File: config.mk
export PLATFORM = sky130hd
export DESIGN_NAME = lcdControl
export DESIGN_NICKNAME = d
export VERILOG_FILES = /design/src/rtl/lcdPkg.sv /design/src/rtl/lcdControl.sv /design/src/rtl/lcdInitRom.sv /design/src/rtl/lcdNibbleWriter.sv /design/src/rtl/lcdSequencer.sv /design/src/rtl/lcdWriteCapture.sv
export SDC_FILE = /design/constraint.sdc
export NUM_CORES = 1
export LEC_CHECK = 0
export ABC_CLOCK_PERIOD_IN_PS = 6540
export BUFFER_PORTS_ARGS = -buffer_cell sky130_fd_sc_hd__buf_2
export CAP_MARGIN = 30
export CELL_PAD_IN_SITES_DETAIL_PLACEMENT = 1
export CELL_PAD_IN_SITES_GLOBAL_PLACEMENT = 1
export CORE_MARGIN = 5
export CORE_UTILIZATION = 52
export CTS_BUF_LIST = sky130_fd_sc_hd__clkbuf_8
export CTS_CLUSTER_SIZE = 20
export DETAILED_ROUTE_END_ITERATION = 12
export GPL_TIMING_DRIVEN = 0
export PLACE_DENSITY = 0.91
export SLEW_MARGIN = 20
export SYNTH_ARGS = -nofsm -noshare
export SYNTH_HDL_FRONTEND = slang
export SYNTH_SLANG_ARGS = --single-unit
File: constraint.sdc
create_clock -name Clock -period 6.54 [get_ports Clock]
set_input_delay 0.327 -clock Clock [delete_from_list [all_inputs] [get_ports Clock]]
set_output_delay 0.327 -clock Clock [all_outputs]
set_load 0.03 [all_outputs]
File: src/rtl/lcdPkg.sv
package lcdPkg;

        // --------------------------------------------------
        // bus and data widths
        // --------------------------------------------------
        typedef logic [3:0] lcdNibble_t;        // one nibble on LcdData
        typedef logic [7:0] lcdByte_t;          // command or character byte

        // 20 bits reach 750000 cycles, 15 ms at 50 MHz
        typedef logic [19:0] timerCount_t;

        // --------------------------------------------------
        // settle waits after an enable pulse
        // --------------------------------------------------
        typedef enum logic [2:0] {
                WaitPowerOn,    // 15 ms before anything
                WaitLong,       // 4.1 ms after first wake-up
                WaitWake,       // 100 us
                WaitCmd,        // 40 us for most commands
                WaitNibble,     // 1 us between the halves of a byte
                WaitClear       // 1.64 ms for clear display
        } waitSel_t;

        // start-up table
        typedef logic [3:0] initIndex_t;
        localparam int InitSteps = 14;  // 4 wake-up nibbles plus 5 bytes

endpackage

File: src/rtl/lcdControl.sv
`timescale 1ns/1ps

module lcdControl
#(
        parameter lcdPkg::timerCount_t PowerOnCycles     = 750000,     // 15 ms
        parameter lcdPkg::timerCount_t LongWaitCycles    = 205000,     // 4.1 ms
        parameter lcdPkg::timerCount_t WakeWaitCycles    = 5000,       // 100 us
        parameter lcdPkg::timerCount_t CmdWaitCycles     = 2000,       // 40 us
        parameter lcdPkg::timerCount_t NibbleWaitCycles  = 50,         // 1 us
        parameter lcdPkg::timerCount_t ClearWaitCycles   = 82000,      // 1.64 ms
        parameter lcdPkg::timerCount_t EnablePulseCycles = 12          // 240 ns
)
(
        input  logic               Clock,
        input  logic               reset,
        input  logic               Write,
        input  lcdPkg::lcdByte_t   Data,
        output logic               Ready,
        output logic               LcdEnable,
        output logic               LcdRegisterSelect,
        output logic               LcdReadWrite,
        output logic               LcdFlashDisable,
        output lcdPkg::lcdNibble_t LcdData
);
        import lcdPkg::*;

        // capture to sequencer
        logic       byteValid;
        logic       lowHalf;
        logic       take;
        lcdNibble_t nibble;

        // sequencer to writer
        logic       start;
        logic       done;
        logic       startRegSelect;
        lcdNibble_t startNibble;
        waitSel_t   startWait;

        // write only, flash kept off the shared bus
        assign LcdReadWrite    = 1'b0;
        assign LcdFlashDisable = 1'b1;

        lcdWriteCapture writeCapture
        (
                .Clock     (Clock),
                .reset     (reset),
                .Write     (Write),
                .Data      (Data),
                .Ready     (Ready),
                .take      (take),
                .byteValid (byteValid),
                .nibble    (nibble),
                .lowHalf   (lowHalf)
        );

        lcdSequencer sequencer
        (
                .Clock          (Clock),
                .reset          (reset),
                .done           (done),
                .byteValid      (byteValid),
                .nibble         (nibble),
                .lowHalf        (lowHalf),
                .Ready          (Ready),
                .take           (take),
                .start          (start),
                .startNibble    (startNibble),
                .startRegSelect (startRegSelect),
                .startWait      (startWait)
        );

        lcdNibbleWriter #(
                .PowerOnCycles     (PowerOnCycles),
                .LongWaitCycles    (LongWaitCycles),
                .WakeWaitCycles    (WakeWaitCycles),
                .CmdWaitCycles     (CmdWaitCycles),
                .NibbleWaitCycles  (NibbleWaitCycles),
                .ClearWaitCycles   (ClearWaitCycles),
                .EnablePulseCycles (EnablePulseCycles)
        ) nibbleWriter (
                .Clock             (Clock),
                .reset             (reset),
                .start             (start),
                .startNibble       (startNibble),
                .startRegSelect    (startRegSelect),
                .startWait         (startWait),
                .done              (done),
                .LcdEnable         (LcdEnable),
                .LcdRegisterSelect (LcdRegisterSelect),
                .LcdData           (LcdData)
        );

endmodule

File: src/rtl/lcdInitRom.sv
`timescale 1ns/1ps

module lcdInitRom
(
        input  lcdPkg::initIndex_t step,
        output lcdPkg::lcdNibble_t romNibble,
        output lcdPkg::waitSel_t   romWait
);
        import lcdPkg::*;

        // nibble sent at each step
        localparam lcdNibble_t NibbleTable [InitSteps] = '{
                4'h3, 4'h3, 4'h3,       // wake-up, still in 8-bit mode
                4'h2,                   // switch to 4-bit bus
                4'h2, 4'h8,             // 0x28 function set, 2 lines 5x8
                4'h0, 4'h6,             // 0x06 entry mode, increment
                4'h0, 4'hC,             // 0x0C display on, no cursor
                4'h0, 4'h1,             // 0x01 clear display
                4'h8, 4'h0              // 0x80 ddram address 0
        };

        // settle wait following each step
        localparam waitSel_t WaitTable [InitSteps] = '{
                WaitLong, WaitWake, WaitCmd,
                WaitCmd,
                WaitNibble, WaitCmd,
                WaitNibble, WaitCmd,
                WaitNibble, WaitCmd,
                WaitNibble, WaitClear,  // clear needs the long one
                WaitNibble, WaitCmd
        };

        // steps 14 and 15 never addressed, kept harmless
        assign romNibble = (step < InitSteps) ? NibbleTable[step] : '0;
        assign romWait   = (step < InitSteps) ? WaitTable[step] : WaitCmd;

endmodule

File: src/rtl/lcdNibbleWriter.sv
`timescale 1ns/1ps

module lcdNibbleWriter
#(
        parameter lcdPkg::timerCount_t PowerOnCycles     = 750000,
        parameter lcdPkg::timerCount_t LongWaitCycles    = 205000,
        parameter lcdPkg::timerCount_t WakeWaitCycles    = 5000,
        parameter lcdPkg::timerCount_t CmdWaitCycles     = 2000,
        parameter lcdPkg::timerCount_t NibbleWaitCycles  = 50,
        parameter lcdPkg::timerCount_t ClearWaitCycles   = 82000,
        parameter lcdPkg::timerCount_t EnablePulseCycles = 12
)
(
        input  logic               Clock,
        input  logic               reset,
        input  logic               start,
        input  lcdPkg::lcdNibble_t startNibble,
        input  logic               startRegSelect,
        input  lcdPkg::waitSel_t   startWait,
        output logic               done,
        output logic               LcdEnable,
        output logic               LcdRegisterSelect,
        output lcdPkg::lcdNibble_t LcdData
);
        import lcdPkg::*;

        typedef enum logic [1:0] {
                WriterPowerOn,
                WriterIdle,
                WriterPulse,
                WriterSettle
        } writerState_t;

        writerState_t state;
        timerCount_t  timer;
        timerCount_t  waitCount;        // settle length of the current nibble
        timerCount_t  selCount;
        logic         pulseEnd;
        logic         settleEnd;

        // wait class to cycles
        always_comb
        begin
                case (startWait)
                WaitPowerOn: selCount = PowerOnCycles;
                WaitLong:    selCount = LongWaitCycles;
                WaitWake:    selCount = WakeWaitCycles;
                WaitNibble:  selCount = NibbleWaitCycles;
                WaitClear:   selCount = ClearWaitCycles;
                default:     selCount = CmdWaitCycles;
                endcase
        end

        assign pulseEnd  = (timer == EnablePulseCycles - timerCount_t'(1));
        assign settleEnd = (timer == waitCount - timerCount_t'(1));

        // last cycle of a wait, power-on included
        assign done = settleEnd && ((state == WriterSettle) || (state == WriterPowerOn));

        // --------------------------------------------------
        // timer and pins
        // --------------------------------------------------
        always_ff @(posedge Clock)
        begin
                if (reset)
                begin
                        state             <= WriterPowerOn;
                        timer             <= '0;
                        waitCount         <= PowerOnCycles;     // counts on its own after reset
                        LcdEnable         <= 1'b0;
                        LcdRegisterSelect <= 1'b0;
                        LcdData           <= '0;
                end
                else
                begin
                        case (state)
                        WriterPowerOn, WriterSettle:
                                if (settleEnd)
                                begin
                                        state <= WriterIdle;
                                        timer <= '0;
                                end
                                else
                                begin
                                        timer <= timer + 1'b1;
                                end
                        WriterIdle:
                                if (start)
                                begin
                                        state             <= WriterPulse;
                                        timer             <= '0;
                                        waitCount         <= selCount;
                                        LcdEnable         <= 1'b1;
                                        LcdData           <= startNibble;       // held until next start
                                        LcdRegisterSelect <= startRegSelect;
                                end
                        WriterPulse:
                                if (pulseEnd)
                                begin
                                        state     <= WriterSettle;
                                        timer     <= '0;
                                        LcdEnable <= 1'b0;      // display latches on this fall
                                end
                                else
                                begin
                                        timer <= timer + 1'b1;
                                end
                        default:
                                state <= WriterIdle;
                        endcase
                end
        end

        // enable width bounded by the pulse parameter
        assert property (@(posedge Clock) disable iff (reset)
                LcdEnable [*EnablePulseCycles] |=> !LcdEnable);

endmodule

File: src/rtl/lcdSequencer.sv
`timescale 1ns/1ps

module lcdSequencer
(
        input  logic               Clock,
        input  logic               reset,
        input  logic               done,           // writer finished its wait
        input  logic               byteValid,
        input  lcdPkg::lcdNibble_t nibble,
        input  logic               lowHalf,
        output logic               Ready,
        output logic               take,
        output logic               start,
        output lcdPkg::lcdNibble_t startNibble,
        output logic               startRegSelect,
        output lcdPkg::waitSel_t   startWait
);
        import lcdPkg::*;

        typedef enum logic [2:0] {
                SeqPowerOn,
                SeqInitIssue,
                SeqInitWait,
                SeqIdle,
                SeqDataIssue,
                SeqDataWait
        } seqState_t;

        seqState_t  state;
        initIndex_t step;       // current start-up table entry
        lcdNibble_t romNibble;
        waitSel_t   romWait;

        lcdInitRom initRom
        (
                .step      (step),
                .romNibble (romNibble),
                .romWait   (romWait)
        );

        // --------------------------------------------------
        // state register
        // --------------------------------------------------
        always_ff @(posedge Clock)
        begin
                if (reset)
                begin
                        state <= SeqPowerOn;
                        step  <= '0;
                end
                else
                begin
                        case (state)
                        SeqPowerOn:
                                if (done)       // first done ends the power-on delay
                                begin
                                        state <= SeqInitIssue;
                                        step  <= '0;
                                end
                        SeqInitIssue:
                                state <= SeqInitWait;
                        SeqInitWait:
                                if (done)
                                begin
                                        if (step == initIndex_t'(InitSteps - 1))
                                        begin
                                                state <= SeqIdle;       // table done
                                        end
                                        else
                                        begin
                                                step  <= step + 1'b1;
                                                state <= SeqInitIssue;
                                        end
                                end
                        SeqIdle:
                                if (byteValid)
                                begin
                                        state <= SeqDataIssue;
                                end
                        SeqDataIssue:
                                state <= SeqDataWait;
                        SeqDataWait:
                                if (done)
                                begin
                                        // low half still pending after the first nibble
                                        state <= byteValid ? SeqDataIssue : SeqIdle;
                                end
                        default:
                                state <= SeqPowerOn;
                        endcase
                end
        end

        // --------------------------------------------------
        // outputs decoded from state
        // --------------------------------------------------
        assign Ready          = (state == SeqIdle);
        assign take           = (state == SeqDataIssue);
        assign start          = (state == SeqInitIssue) || (state == SeqDataIssue);
        assign startRegSelect = (state == SeqDataIssue);        // data vs command
        assign startNibble    = (state == SeqDataIssue) ? nibble : romNibble;

        always_comb
        begin
                if (state == SeqDataIssue)
                begin
                        startWait = lowHalf ? WaitCmd : WaitNibble;    // short gap mid byte
                end
                else
                begin
                        startWait = romWait;
                end
        end

        // one transfer in flight at a time
        assert property (@(posedge Clock) disable iff (reset)
                start |=> (!start until done));

endmodule

File: src/rtl/lcdWriteCapture.sv
`timescale 1ns/1ps

module lcdWriteCapture
(
        input  logic               Clock,
        input  logic               reset,
        input  logic               Write,
        input  lcdPkg::lcdByte_t   Data,
        input  logic               Ready,
        input  logic               take,      // sequencer used the current nibble
        output logic               byteValid,
        output lcdPkg::lcdNibble_t nibble,
        output logic               lowHalf
);
        import lcdPkg::*;

        lcdByte_t byteHeld;     // payload, no reset
        logic     accept;

        // only one byte at a time, and only while idle
        assign accept = Write && Ready && !byteValid;

        always_ff @(posedge Clock)
        begin
                if (accept)
                begin
                        byteHeld <= Data;
                end
        end

        // --------------------------------------------------
        // half tracking
        // --------------------------------------------------
        always_ff @(posedge Clock)
        begin
                if (reset)
                begin
                        byteValid <= 1'b0;
                        lowHalf   <= 1'b0;
                end
                else if (accept)
                begin
                        byteValid <= 1'b1;
                        lowHalf   <= 1'b0;      // high nibble goes first
                end
                else if (take)
                begin
                        if (lowHalf)
                        begin
                                byteValid <= 1'b0;      // both halves gone
                                lowHalf   <= 1'b0;
                        end
                        else
                        begin
                                lowHalf <= 1'b1;
                        end
                end
        end

        assign nibble = lowHalf ? byteHeld[3:0] : byteHeld[7:4];

        // sequencer must only take what is there
        assert property (@(posedge Clock) disable iff (reset) take |-> byteValid);

endmodule

==> reports/results.txt <==
Row count: 30
Clk_lat worst skew: 360 ps
Mapped Nets: 464
Setup TNS: 0 ps
Top cell type's share of synthesized area: 0.2799
Status: finished clean
Sequential share of the synthesized area: 0.3458
Die X: 93.75 microns
Largest net degree at the start of global routing: 13
Slew margin rel.: 0.3490
Place WS: 3072 ps
Avg Synthesized Cell Area: 8.233 sq um
CTS resizes: 0
Syn Std Cell Area: 3647 sq um
Worst EP arrival: 3800 ps
Ant diodes: 0
Final nets: 491
Initial antenna violation count: 0
Post-CTS setup buffers: 0
Initial core utilization: 0.5368
Final worst-path cycle share: 0.5371
Clock Sink Count: 59
Top cells by count, synth: 51 x dfxtp_1, 38 x nand2_1, 38 x nor2_1
I/O pins: 20
Core area: 6794 sq um
CP cell instances: nor3_1, nor3b_4, mux2i_1, o311ai_4, a311oi_2, clkbuf_1, a31oi_1, o31ai_4
CTS Hold Bufs: 0
Vias per cell: 6.159
Tmin final: 3513 ps
Crit path max fanout: 10
Leak: 1.429 nW
Crit. End Element: register
Worst Max-Slew Pin Slew: 967.6 ps
Peak Freq: 0.2847 GHz
Cells after Synth: 443
Placed Area: 3847 sq um
Vert. Die Dim: 93.75 microns
Worst-path clk slew: 80 ps
Setup Viol. Count Final: 0
Num CTS Buffers: 9
Total Routed Length: 10840 microns
Top-count cell post-synth: dfxtp_1
Final WS setup: 3027 ps
Layout cells sized above 1: 0.1116
DRC Markers: 0
Crit path kind: reg -> reg
CTS Root Cell: clkbuf_8
Async S/R FF share, synth: 0
I/O Buffers: 16
Synth area leaders: dfxtp_1 28%, edfxtp_1 6.6%, nand2_1 3.9%
Most used DFF post-synth: dfxtp_1
Hold WC Path Type: in -> reg
Die area: 8789 sq um
Final Hold Viols: 0
All-Layer GR Usage: 0.2597
Flops & latches, synth: 59
Routed via count: 3517
Pre-Repair DR Iteration Count: 4
Finished Cell Area: 4073 sq um
Netlist cell types: 61
Post-DP HPWL: 7919 microns
Area growth from synthesis to layout: 11.66%
Post-synth top area cell: dfxtp_1
Power density cells: 302.7 nW/um^2
Unrepaired setup endpoints after global routing: false
Worst endpoint required time: 6830 ps
Slowest-stage cell, CP: nor3_1
GRT overflow: 0
YS warnings: 0
RD Place Congestion: 0.8558
Largest stage delay, worst path: 730 ps
Vias in the first global route: 3640
CP Launch Type: register
CTS tree: yes
H-tree Lvls: 3
Final total power: 0.001233 W
Clock skew: 10.38 ps
Clock Path Buffers: 2
First-pass GRT wire length: 17950 microns
Wire length per cell: 18.98 microns
1st-iter DRT viols: 161
Number of enable flip-flop cells after synthesis: 8
Slew Viols, Final: 0
Antenna viol nets, final: 0
Post-Layout Cell Count: 571
Placed cell count: 555
VDD IR max: 0.1507 mV
Number of max-cap violations: 0
## registers in the layout, indices dropped and copies added (netlist names)
name,count
writeCapture.lowHalf,1
nibbleWriter.LcdData,4
sequencer.state,3
nibbleWriter.state,2
nibbleWriter.timer,20
nibbleWriter.LcdRegisterSelect,1
writeCapture.byteValid,1
sequencer.step,4
nibbleWriter.waitCount,14
nibbleWriter.LcdEnable,1
writeCapture.byteHeld,8
## path summary, 6_finish.rpt
path	cells after the start	start	slack [ps]	to
worst max register to register	8	nibbleWriter.waitCount[7]$_SDFFE_PP1P_	3030	nibbleWriter.timer[17]$_SDFFE_PP0P_
worst min-delay path	1	Data[5]	130	writeCapture.byteHeld[5]$_DFFE_PP_
worst min register to register	2	nibbleWriter.LcdData[1]$_SDFFE_PP0P_	470	nibbleWriter.LcdData[1]$_SDFFE_PP0P_
worst max-delay path	8	nibbleWriter.waitCount[7]$_SDFFE_PP1P_	3030	nibbleWriter.timer[17]$_SDFFE_PP0P_
## per-stage QoR
step	util	hold WS [ps]
final	0.5994	133.2
after global routing	0.5994	120.5
after CTS	0.5994	127.3
after global placement	0.5663	453.8
after detailed placement	0.5663	462.6
after floorplan	-	425.9
## power breakdown
group | internal [W] | total [W] | switching (W)
combinational | 0.000132 | 0.000396 | 0.000263
sequential | 0.000407 | 0.000449 | 0.0000414
clock | 0.000217 | 0.000388 | 0.000171
total | 0.000756 | 0.00123 | 0.000476
## layout make-up
cell class	instances	area [sq um]
plain buffers	34	152.6
clock buffers	9	123.9
clock inverters	7	101.3
fillers	839	2721
inverters	11	41.29
multi-input cells	339	2192
flip-flops and latches	59	1261
well taps	96	120.1
repair buffers	16	80.08
## worst max-delay path, delay by kind of cell (launching register included)
kind	cells	cell delay [ps]
AOI/OAI and AO/OA	4	1160
buffers and inverters	1	460
DFF	1	370
muxes	1	310
and+or+nand+nor	2	1130
## metal layers
metal  GRT usage  vias up  share of wire
li1            -     1668              -
met3     0.04327       28          0.036
met5           0        -              0
met2      0.4743       78           0.54
met1      0.2868     1743           0.40
met4      0.1312        0          0.026
## layout by cell type (no fill, tap or decap), drive strengths merged, types with 16 or more instances in the layout
cell    count
and2       16
a31oi      16
a21oi      21
nand3      17
dfxtp      51
nand2      38
clkbuf     35
nor2       38
buf        24
## cell families after synthesis
group / after synthesis / share of synthesized area
buf+inv: 45 / 0.05317
xor+xnor: 20 / 0.04803
mux: 9 / 0.02607
fa+ha+maj: 10 / 0.03431
simple gates: 190 / 0.2775
flops: 59 / 0.3458
compound gates: 108 / 0.2130
other cells: 2 / 0.002059
Power figures use the tool's default switching activity.
